`config.mk`:
```
export PLATFORM = sky130hd
export DESIGN_NAME = sram_adapter
export DESIGN_NICKNAME = d
export VERILOG_FILES = /design/src/sram_adapter_pkg.sv /design/src/fifo_sync.sv /design/src/sram_req_gen.sv /design/src/sram_rsp_gen.sv /design/src/sram_adapter.sv
export SDC_FILE = /design/constraint.sdc
export NUM_CORES = 1
export LEC_CHECK = 0
export BUFFER_PORTS_ARGS = -buffer_cell sky130_fd_sc_hd__buf_2
export CORE_AREA = 2 2 235 237
export DETAILED_ROUTE_END_ITERATION = 6
export DIE_AREA = 0 0 237 239
export HOLD_SLACK_MARGIN = 0.02
export MAX_ROUTING_LAYER = met4
export SYNTH_ARGS = -nofsm -noshare
export SYNTH_HDL_FRONTEND = slang
export SYNTH_SLANG_ARGS = --single-unit
```
`constraint.sdc`:
```
create_clock -name clk_i -period 7.82 [get_ports clk_i]
set_input_delay 1.564 -clock clk_i [delete_from_list [all_inputs] [get_ports clk_i]]
set_output_delay 1.564 -clock clk_i [all_outputs]
set_load 0.02 [all_outputs]
```
`src/sram_adapter_pkg.sv`:
```
//~~~~~~~~~~~~~~~~~~~~~~~~~~~~~~~~~~~~~~~~~~~~~~~~~~~~~~~~~~~~~~~~~~~~~~~~~~
// Bus to SRAM adapter package
// Bus widths, opcodes, channel and queue entry structs, blanking words
//~~~~~~~~~~~~~~~~~~~~~~~~~~~~~~~~~~~~~~~~~~~~~~~~~~~~~~~~~~~~~~~~~~~~~~~~~~

`default_nettype none

package sram_adapter_pkg;

  // Bus geometry
  localparam int BusDw   = 64;
  localparam int BusDbw  = BusDw / 8;
  localparam int BusAw   = 32;
  localparam int SourceW = 8;
  localparam int SizeW   = 3;
  // Offset of a bus word in the SRAM word, room for four bus words
  localparam int MaxWoffW = 2;

  // Response data on write acks and errors
  localparam logic [BusDw-1:0] DataWhenError      = 64'h0000_0000_0000_0000;
  localparam logic [BusDw-1:0] DataWhenInstrError = 64'hFFFF_FFFF_FFFF_FFFF;

  // Request opcodes
  typedef enum logic [2:0] {
    PutFullData    = 3'h0,
    PutPartialData = 3'h1,
    Get            = 3'h4
  } a_opcode_e;

  // Response opcodes
  typedef enum logic [2:0] {
    AccessAck     = 3'h0,
    AccessAckData = 3'h1
  } d_opcode_e;

  // A channel payload
  typedef struct packed {
    a_opcode_e           opcode;
    logic [SizeW-1:0]    size;
    logic [SourceW-1:0]  source;
    logic [BusAw-1:0]    address;
    logic [BusDbw-1:0]   mask;
    logic [BusDw-1:0]    data;
    // Set on instruction fetch
    logic                instr;
  } bus_a_t;

  // D channel payload
  typedef struct packed {
    d_opcode_e           opcode;
    logic [SizeW-1:0]    size;
    logic [SourceW-1:0]  source;
    logic [BusDw-1:0]    data;
    logic                error;
  } bus_d_t;

  typedef enum logic {
    OpWrite = 1'b0,
    OpRead  = 1'b1
  } req_op_e;

  // One entry per accepted request, popped on the D transfer
  typedef struct packed {
    req_op_e             op;
    logic                error;
    logic                instr;
    logic [SizeW-1:0]    size;
    logic [SourceW-1:0]  source;
  } req_desc_t;

  // Byte mask and word select of a read in flight
  typedef struct packed {
    logic [BusDbw-1:0]   mask;
    logic [MaxWoffW-1:0] woffset;
  } rd_sel_t;

  // Returned read word
  typedef struct packed {
    logic [BusDw-1:0]    data;
    logic                error;
  } rd_rsp_t;

endpackage

`default_nettype wire

```
`src/fifo_sync.sv`:
```
//~~~~~~~~~~~~~~~~~~~~~~~~~~~~~~~~~~~~~~~~~~~~~~~~~~~~~~~~~~~~~~~~~~~~~~~~~~
// Synchronous FIFO for any payload type, optional same-cycle pass-through
//~~~~~~~~~~~~~~~~~~~~~~~~~~~~~~~~~~~~~~~~~~~~~~~~~~~~~~~~~~~~~~~~~~~~~~~~~~

`timescale 1ns/1ps
`default_nettype none

module fifo_sync #(
  parameter type T     = logic [7:0],
  parameter int  Depth = 2,
  parameter bit  Pass  = 1'b0
) (
  input  wire logic clk_i,
  input  wire logic rst_ni,
  // Write side
  input  wire logic wvalid_i,
  output logic      wready_o,
  input  wire T     wdata_i,
  // Read side
  output logic      rvalid_o,
  input  wire logic rready_i,
  output T          rdata_o
);

  localparam int PtrW = (Depth > 1) ? $clog2(Depth) : 1;
  localparam int CntW = $clog2(Depth + 1);

  T                mem_q [Depth];
  logic [PtrW-1:0] wptr_q;
  logic [PtrW-1:0] rptr_q;
  logic [CntW-1:0] cnt_q;
  logic            empty;
  logic            full;
  logic            bypass;
  logic            push;
  logic            pop;

  assign empty  = (cnt_q == '0);
  assign full   = (cnt_q == CntW'(Depth));
  // Empty pass-through FIFO hands the write side straight to the read side
  assign bypass = Pass & empty;

  assign wready_o = ~full;
  assign rvalid_o = ~empty | (bypass & wvalid_i);
  assign rdata_o  = bypass ? wdata_i : mem_q[rptr_q];

  // Forwarded entry taken in the same cycle is never stored
  assign push = wvalid_i & ~full & ~(bypass & rready_i);
  assign pop  = rready_i & ~empty;

  always_ff @(posedge clk_i or negedge rst_ni) begin
    if (!rst_ni) begin
      wptr_q <= '0;
      rptr_q <= '0;
      cnt_q  <= '0;
    end else begin
      if (push) begin
        wptr_q <= (wptr_q == PtrW'(Depth - 1)) ? '0 : wptr_q + 1'b1;
      end
      if (pop) begin
        rptr_q <= (rptr_q == PtrW'(Depth - 1)) ? '0 : rptr_q + 1'b1;
      end
      cnt_q <= cnt_q + CntW'(push) - CntW'(pop);
    end
  end

  // Storage
  always_ff @(posedge clk_i) begin
    if (push) begin
      mem_q[wptr_q] <= wdata_i;
    end
  end

endmodule

`default_nettype wire

```
`src/sram_req_gen.sv`:
```
//~~~~~~~~~~~~~~~~~~~~~~~~~~~~~~~~~~~~~~~~~~~~~~~~~~~~~~~~~~~~~~~~~~~~~~~~~~
// Request side of the adapter, checks A requests, drives the SRAM request
// and builds the descriptor and read-select queue entries
//~~~~~~~~~~~~~~~~~~~~~~~~~~~~~~~~~~~~~~~~~~~~~~~~~~~~~~~~~~~~~~~~~~~~~~~~~~

`timescale 1ns/1ps
`default_nettype none

module sram_req_gen
  import sram_adapter_pkg::*;
#(
  parameter int SramAw     = 10,
  parameter int SramDw     = 128,
  parameter bit ByteAccess = 1'b1
) (
  input  wire logic        clk_i,
  input  wire logic        rst_ni,
  // A channel
  input  wire logic        a_valid_i,
  output logic             a_ready_o,
  input  wire bus_a_t      a_i,
  input  wire logic        en_ifetch_i,
  // SRAM request
  output logic             req_o,
  input  wire logic        gnt_i,
  output logic             we_o,
  output logic [SramAw-1:0] addr_o,
  output logic [SramDw-1:0] wdata_o,
  output logic [SramDw-1:0] wmask_o,
  // Queue pushes
  output logic             desc_valid_o,
  input  wire logic        desc_ready_i,
  output req_desc_t        desc_o,
  output logic             sel_valid_o,
  input  wire logic        sel_ready_i,
  output rd_sel_t          sel_o
);

  localparam int WidthMult = SramDw / BusDw;
  localparam int ByteBits  = $clog2(BusDbw);
  localparam int WordBits  = $clog2(SramDw / 8);

  logic                            is_get;
  logic                            is_write;
  logic                            op_error;
  logic                            instr_error;
  logic                            attr_error;
  logic                            error;
  logic                            a_ack;
  logic                            sram_ack;
  logic [MaxWoffW-1:0]             woffset;
  logic [SramAw-1:0]               addr_d;
  logic [SramAw-1:0]               addr_q;
  logic [BusDw-1:0]                mask_bits;
  logic [WidthMult-1:0][BusDw-1:0] wmask_words;
  logic [WidthMult-1:0][BusDw-1:0] wdata_words;

  assign is_get   = (a_i.opcode == Get);
  assign is_write = (a_i.opcode == PutFullData) || (a_i.opcode == PutPartialData);

  // Refused requests, answered with an error and kept off the SRAM
  assign op_error    = ~is_get & ~is_write;
  assign instr_error = a_i.instr & ~en_ifetch_i;
  // Without byte access only full-mask writes pass
  assign attr_error  = ~ByteAccess & is_write &
                       ((a_i.opcode == PutPartialData) || (a_i.mask != '1));
  assign error       = op_error | instr_error | attr_error;

  // Bus word position inside the SRAM word
  if (WidthMult > 1) begin : gen_woffset
    assign woffset = MaxWoffW'(a_i.address[WordBits-1:ByteBits]);
  end else begin : gen_no_woffset
    assign woffset = '0;
  end
  assign addr_d = a_i.address[WordBits +: SramAw];

  // Handshakes
  // Error requests complete without a grant
  assign a_ready_o = (gnt_i | error) & desc_ready_i & sel_ready_i;
  assign req_o     = a_valid_i & desc_ready_i & ~error;
  assign we_o      = a_valid_i & is_write;
  assign a_ack     = a_valid_i & a_ready_o;
  assign sram_ack  = req_o & gnt_i;

  // Idle SRAM address keeps the last granted one
  always_ff @(posedge clk_i or negedge rst_ni) begin
    if (!rst_ni) begin
      addr_q <= '0;
    end else if (sram_ack) begin
      addr_q <= addr_d;
    end
  end
  assign addr_o = req_o ? addr_d : addr_q;

  // Byte mask spread to bits
  always_comb begin
    for (int i = 0; i < BusDbw; i++) begin
      mask_bits[8*i +: 8] = {8{a_i.mask[i]}};
    end
  end

  // Only the selected slot carries mask and data
  always_comb begin
    wmask_words = '0;
    wdata_words = '0;
    for (int w = 0; w < WidthMult; w++) begin
      if (woffset == MaxWoffW'(w)) begin
        wmask_words[w] = mask_bits;
        wdata_words[w] = we_o ? (a_i.data & mask_bits) : '0;
      end
    end
  end
  assign wmask_o = wmask_words;
  assign wdata_o = wdata_words;

  // Descriptor on every acceptance, error requests other than get count as writes
  assign desc_valid_o = a_ack;
  always_comb begin
    desc_o        = '0;
    desc_o.op     = OpWrite;
    if (is_get) begin
      desc_o.op = OpRead;
    end
    desc_o.error  = error;
    desc_o.instr  = a_i.instr;
    desc_o.size   = a_i.size;
    desc_o.source = a_i.source;
  end

  // Read select only for reads that reached the SRAM
  assign sel_valid_o   = a_ack & ~error & ~we_o;
  assign sel_o.mask    = a_i.mask;
  assign sel_o.woffset = woffset;

endmodule

`default_nettype wire

```
`src/sram_rsp_gen.sv`:
```
//~~~~~~~~~~~~~~~~~~~~~~~~~~~~~~~~~~~~~~~~~~~~~~~~~~~~~~~~~~~~~~~~~~~~~~~~~~
// Response side of the adapter, picks returned read words and builds
// in-order D responses with error blanking
//~~~~~~~~~~~~~~~~~~~~~~~~~~~~~~~~~~~~~~~~~~~~~~~~~~~~~~~~~~~~~~~~~~~~~~~~~~

`timescale 1ns/1ps
`default_nettype none

module sram_rsp_gen
  import sram_adapter_pkg::*;
#(
  parameter int SramDw = 128
) (
  // SRAM read return
  input  wire logic              rvalid_i,
  input  wire logic [SramDw-1:0] rdata_i,
  input  wire logic              rerror_i,
  // Queue heads
  input  wire logic              desc_valid_i,
  output logic                   desc_ready_o,
  input  wire req_desc_t         desc_i,
  output logic                   sel_ready_o,
  input  wire rd_sel_t           sel_i,
  // Read-data queue push and pop
  output logic                   rsp_valid_o,
  output rd_rsp_t                rsp_o,
  input  wire logic              rsp_valid_i,
  output logic                   rsp_ready_o,
  input  wire rd_rsp_t           rsp_i,
  // D channel
  output logic                   d_valid_o,
  input  wire logic              d_ready_i,
  output bus_d_t                 d_o
);

  localparam int WidthMult = SramDw / BusDw;

  logic [WidthMult-1:0][BusDw-1:0] rdata_words;
  logic [BusDw-1:0]                rword;
  logic [BusDw-1:0]                rmask;
  logic [BusDw-1:0]                blank_data;
  logic                            rd_ok;
  logic                            d_ack;
  logic                            d_error;

  assign rdata_words = rdata_i;

  // Word select and byte masking of the returned SRAM word
  always_comb begin
    rword = '0;
    for (int w = 0; w < WidthMult; w++) begin
      if (sel_i.woffset == MaxWoffW'(w)) begin
        rword = rdata_words[w];
      end
    end
    for (int i = 0; i < BusDbw; i++) begin
      rmask[8*i +: 8] = {8{sel_i.mask[i]}};
    end
  end

  // Read data always lands in the queue, the select entry goes with it
  assign rsp_valid_o = rvalid_i & desc_valid_i;
  assign rsp_o.data  = rword & rmask;
  // Uncorrectable error from the SRAM
  assign rsp_o.error = rerror_i;
  assign sel_ready_o = rsp_valid_o;

  // Error-free reads wait for their data
  assign rd_ok     = (desc_i.op == OpRead) & ~desc_i.error;
  assign d_valid_o = desc_valid_i & (~rd_ok | rsp_valid_i);
  assign d_ack     = d_valid_o & d_ready_i;

  assign desc_ready_o = d_ack;
  assign rsp_ready_o  = d_ack & rd_ok;

  assign d_error    = desc_i.error | (rd_ok & rsp_i.error);
  // Refused fetches get their own pattern
  assign blank_data = (desc_i.error & desc_i.instr) ? DataWhenInstrError : DataWhenError;

  always_comb begin
    d_o        = '0;
    d_o.opcode = AccessAck;
    if (desc_i.op == OpRead) begin
      d_o.opcode = AccessAckData;
    end
    d_o.size   = desc_i.size;
    d_o.source = desc_i.source;
    d_o.data   = (rd_ok & ~rsp_i.error) ? rsp_i.data : blank_data;
    d_o.error  = d_error;
  end

endmodule

`default_nettype wire

```
`src/sram_adapter.sv`:
```
//~~~~~~~~~~~~~~~~~~~~~~~~~~~~~~~~~~~~~~~~~~~~~~~~~~~~~~~~~~~~~~~~~~~~~~~~~~
// Bus to wide SRAM adapter, request side, three response queues and
// response side
//~~~~~~~~~~~~~~~~~~~~~~~~~~~~~~~~~~~~~~~~~~~~~~~~~~~~~~~~~~~~~~~~~~~~~~~~~~

`timescale 1ns/1ps
`default_nettype none

module sram_adapter
  import sram_adapter_pkg::*;
#(
  parameter int SramAw      = 10,
  // Multiple of BusDw, at most 256
  parameter int SramDw      = 128,
  parameter int Outstanding = 2,
  parameter bit ByteAccess  = 1'b1
) (
  input  wire logic              clk_i,
  input  wire logic              rst_ni,
  // Bus side
  input  wire logic              a_valid_i,
  output logic                   a_ready_o,
  input  wire bus_a_t            a_i,
  output logic                   d_valid_o,
  input  wire logic              d_ready_i,
  output bus_d_t                 d_o,
  input  wire logic              en_ifetch_i,
  // SRAM side
  output logic                   req_o,
  input  wire logic              gnt_i,
  output logic                   we_o,
  output logic [SramAw-1:0]      addr_o,
  output logic [SramDw-1:0]      wdata_o,
  output logic [SramDw-1:0]      wmask_o,
  input  wire logic [SramDw-1:0] rdata_i,
  input  wire logic              rvalid_i,
  input  wire logic              rerror_i
);

  // Descriptor queue
  logic      desc_wvalid;
  logic      desc_wready;
  req_desc_t desc_wdata;
  logic      desc_rvalid;
  logic      desc_rready;
  req_desc_t desc_rdata;
  // Read-select queue
  logic      sel_wvalid;
  logic      sel_wready;
  rd_sel_t   sel_wdata;
  logic      sel_rready;
  rd_sel_t   sel_rdata;
  // Read-data queue
  logic      rsp_wvalid;
  rd_rsp_t   rsp_wdata;
  logic      rsp_rvalid;
  logic      rsp_rready;
  rd_rsp_t   rsp_rdata;

  sram_req_gen #(
    .SramAw     (SramAw),
    .SramDw     (SramDw),
    .ByteAccess (ByteAccess)
  ) u_req_gen (
    .clk_i        (clk_i),
    .rst_ni       (rst_ni),
    .a_valid_i    (a_valid_i),
    .a_ready_o    (a_ready_o),
    .a_i          (a_i),
    .en_ifetch_i  (en_ifetch_i),
    .req_o        (req_o),
    .gnt_i        (gnt_i),
    .we_o         (we_o),
    .addr_o       (addr_o),
    .wdata_o      (wdata_o),
    .wmask_o      (wmask_o),
    .desc_valid_o (desc_wvalid),
    .desc_ready_i (desc_wready),
    .desc_o       (desc_wdata),
    .sel_valid_o  (sel_wvalid),
    .sel_ready_i  (sel_wready),
    .sel_o        (sel_wdata)
  );

  // One entry per accepted request, responses leave in this order
  fifo_sync #(
    .T     (req_desc_t),
    .Depth (Outstanding),
    .Pass  (1'b0)
  ) u_desc_fifo (
    .clk_i    (clk_i),
    .rst_ni   (rst_ni),
    .wvalid_i (desc_wvalid),
    .wready_o (desc_wready),
    .wdata_i  (desc_wdata),
    .rvalid_o (desc_rvalid),
    .rready_i (desc_rready),
    .rdata_o  (desc_rdata)
  );

  // Mask and offset of granted reads until their data returns
  fifo_sync #(
    .T     (rd_sel_t),
    .Depth (Outstanding),
    .Pass  (1'b0)
  ) u_sel_fifo (
    .clk_i    (clk_i),
    .rst_ni   (rst_ni),
    .wvalid_i (sel_wvalid),
    .wready_o (sel_wready),
    .wdata_i  (sel_wdata),
    .rvalid_o (),
    .rready_i (sel_rready),
    .rdata_o  (sel_rdata)
  );

  // Holds read data while the D channel stalls, SRAM has no back-pressure
  fifo_sync #(
    .T     (rd_rsp_t),
    .Depth (Outstanding),
    .Pass  (1'b1)
  ) u_rsp_fifo (
    .clk_i    (clk_i),
    .rst_ni   (rst_ni),
    .wvalid_i (rsp_wvalid),
    .wready_o (),
    .wdata_i  (rsp_wdata),
    .rvalid_o (rsp_rvalid),
    .rready_i (rsp_rready),
    .rdata_o  (rsp_rdata)
  );

  sram_rsp_gen #(
    .SramDw (SramDw)
  ) u_rsp_gen (
    .rvalid_i     (rvalid_i),
    .rdata_i      (rdata_i),
    .rerror_i     (rerror_i),
    .desc_valid_i (desc_rvalid),
    .desc_ready_o (desc_rready),
    .desc_i       (desc_rdata),
    .sel_ready_o  (sel_rready),
    .sel_i        (sel_rdata),
    .rsp_valid_o  (rsp_wvalid),
    .rsp_o        (rsp_wdata),
    .rsp_valid_i  (rsp_rvalid),
    .rsp_ready_o  (rsp_rready),
    .rsp_i        (rsp_rdata),
    .d_valid_o    (d_valid_o),
    .d_ready_i    (d_ready_i),
    .d_o          (d_o)
  );

endmodule

`default_nettype wire

```
==> results.cfg <==
[run_status]
status = finished, final reports clean

[setup_path]
r2r_end = u_rsp_fifo.mem_q[1][49]$_DFFE_PP_
reg2reg_from = u_desc_fifo.rptr_q$_DFFE_PN0P_
worstSetupEndpointType = primary output
crit_required_ps = 6260
critPathArrivalTime_ps = 3500
path_delay_family = simple AND/OR/NAND/NOR gates
r2r_cells = 5
slowest_stage = nor2b_4
crit_chain = buf_2, nor2_1, and2_1, nor2b_4, and3_1, buf_2
startpoint_type = primary input
worst-path-buf-inv = 2
slowest_delay_ps = 840
crit_type = primary input to primary output
crit_fanout = 64
reg2reg_slack_ps = 5120
cp_common_cell = buf_2

[clock_network]
clk_pin_slew_ps = 70
clk_latency_ps = 440
cts_buffers = 17
clockBufferDepth = 2
htree_levels = 4
numClockSinks = 198
hold_buffers = 0
cts_resized = 0
post_cts_buffers = 0
cts_root_buf = clkbuf_16
cts_tree = done

[flow_run]
cap_violations = 0

[floorplan]
core-area_um2 = 54340
die_y_um = 239
start_util_pct = 21.05
die_w_um = 237
die_area_um2 = 56640
rows = 86
boundaryPins = 604

[power_and_ir_drop]
clockPowerShare_pct = 18.8
ir_worst_vdd_uv = 177.6
power_frac_seq_pct = 33.1
leakagePower_nw = 7.144
internal-power_mw = 2.887
comb_power_share_pct = 48.2
net-switching-power_mw = 2.023
swShare_pct = 41.19
power.density_nw_per_um2 = 330.5

[cells_and_area]
instances_no_fill = 2192
drive_gt1_share_pct = 50.84
finalInstanceArea_um2 = 14860
nets = 1730
syn_to_final_growth_pct = 29.87

[global_route]
antenna_found_initial = 8
overflow = 0
grt_max_degree = 67
grt_pass1_vias = 9082
grt.total_usage_pct = 14.57
grt_pass1_wl_um = 59130

[sta]
hold_viol = 0
max_freq_mhz = 197.5
skew_ps = 8.654
maxSlewViolCount = 0
rsz0062_at_grt = false
relSlewSlack_pct = 21.14
post-route-period-util_pct = 64.73
period_needed_ps = 5062
tightest_slew_ps = 1150
setup_viol = 0
fin_tns_setup_ps = 0

[worst_hold_path]
hold_path.class = flop to flop
min_from = u_sel_fifo.wptr_q$_DFFE_PN0N_
min_to = u_sel_fifo.wptr_q$_DFFE_PN0N_
hold-path-cell-count = 1

[yosys]
yosys.cell_types.count = 43
synth_top_area_share_pct = 46.20
synthTopCellsByArea = edfxtp_1 (46%), mux2_2 (9.6%), buf_4 (7.9%)
synth_top_flop_cell = edfxtp_1
yosysTopAreaCell = edfxtp_1
syn_area_um2 = 11440
async_flop_share_pct = 11.11
ys_warn_count = 0
syn_inst = 1041
yosysSeqAreaShare_pct = 51.01
ys_ff_latch = 198
synth_edf_count = 176
syn_area_per_cell_um2 = 10.99

[route]
wire_per_inst_um = 19.32
via_per_inst = 4.431
vias = 9713
drtAntennaViolNets = 0
drtIter0Drc = 368
first_pass_iters = 4
drt-total-wl_um = 42340
drc = 0

[placed_design]
dpl_cell_area_um2 = 14240
placed_cells = 2154
gp_congestion = 0.8055
port_buffers = 580
dp_hpwl_um = 31260
==> stage by stage <==
| stage | power (mW) | worst slack (ps) | utilization (%) | hold slack, ps |
|---|---|---|---|---|
| floorplan | 3.270 | 988.6 | - | 455.2 |
| global placement | 4.034 | 2782 | 26.21 | 476.6 |
| detailed placement | 4.066 | 2760 | 26.21 | 491.8 |
| CTS | 5.002 | 2757 | 27.31 | 505.6 |
| global route | 5.186 | 2613 | 27.34 | 524.1 |
| finish | 4.910 | 2758 | 27.34 | 500.4 |
==> cells in the final DEF (no fill, tap or decap), types with 9 or more instances in the layout <==
master / n
a2bb2oi_2: 13
nand2_1: 133
edfxtp_1: 176
and3_1: 128
dfrtp_1: 21
mux2_2: 98
o21ai_0: 33
a2bb2oi_1: 51
buf_4: 17
inv_1: 10
nor2_1: 9
nor2b_1: 12
a21oi_1: 68
buf_2: 580
o21ai_1: 34
and2_1: 10
clkbuf_16: 17
==> power by group through the flow <==
stage | logic, mW | clock network [mW] | registers (mW)
2_1_floorplan | 1.66 | 0 | 1.61
3_3_place_gp | 2.40 | 0 | 1.63
3_5_place_dp | 2.42 | 0 | 1.65
4_1_cts | 2.42 | 0.953 | 1.63
5_1_grt | 2.54 | 0.990 | 1.66
6_report | 2.37 | 0.921 | 1.62
==> layer usage <==
metal,share of wire (%),routed length [µm],track usage [%]
met4,2.2,945,4.661
met3,5.2,2190,2.575
met2,51,21660,25.37
met5,0,0,-
met1,41,17540,17.04
==> kinds of logic (layout without fill, tap and decap cells) <==
| family | Yosys count | count (layout) | synth area share, % |
|---|---|---|---|
| AND/OR/NAND/NOR | 311 | 311 | 13.93 |
| AO/OA/AOI/OAI | 208 | 208 | 12.34 |
| buffers and inverters | 199 | 638 | 10.72 |
| flip-flops | 198 | 198 | 51.01 |
| multiplexers | 107 | 107 | 10.47 |
| XOR/XNOR | 11 | 11 | 0.8422 |
| adder cells (fa/ha/maj) | 6 | 6 | 0.6562 |
| other | 1 | 9 | 0.03278 |
==> synthesized netlist by cell type, types with 13 or more instances <==
library cell    n
nor2b_1        13
o21ai_0        33
edfxtp_1      176
a21oi_1        68
clkbuf_1       51
mux2_2         98
o21ai_1        34
and3_1        129
dfrtp_1        22
buf_4         121
a2bb2oi_1      51
buf_2          14
a2bb2oi_2      13
nand2_1       134
==> area by class of cell <==
type                    instances  area [µm²]
repair buffers                597        3030
multi-input cells             645        4453
flip-flops and latches        198        5839
diodes                          7       17.52
clock buffers                  19       432.9
inverters                      10       37.54
well taps                     704       880.8
fillers                      5764       39480
clock inverters                12       165.2
==> how the worst max path moves through the flow <==
stage | from | endpoint | slack, ps | depth (start not counted)
finish | a_i[117] | wdata_o[38] | 2760 | 6
global route | a_i[76] | wdata_o[65] | 2610 | 4
CTS | a_i[76] | wdata_o[96] | 2760 | 4
detailed placement | a_i[76] | wdata_o[96] | 2760 | 4
global placement | a_i[76] | wdata_o[89] | 2780 | 4
floorplan | d_ready_i | u_rsp_fifo.mem_q[0][0]$_DFFE_PP_ | 990 | 3
==> registers in the layout, summed over array words and instances, names as in the netlist <==
name / cells
u_rsp_fifo.cnt_q: 2
u_rsp_fifo.rptr_q: 1
u_rsp_fifo.mem_q: 130
u_req_gen.addr_q: 10
u_desc_fifo.wptr_q: 1
u_desc_fifo.rptr_q: 1
u_sel_fifo.mem_q: 18
u_sel_fifo.cnt_q: 2
u_desc_fifo.mem_q: 28
u_rsp_fifo.wptr_q: 1
u_sel_fifo.wptr_q: 1
u_desc_fifo.cnt_q: 2
u_sel_fifo.rptr_q: 1
(Power assumes the default switching activity.)
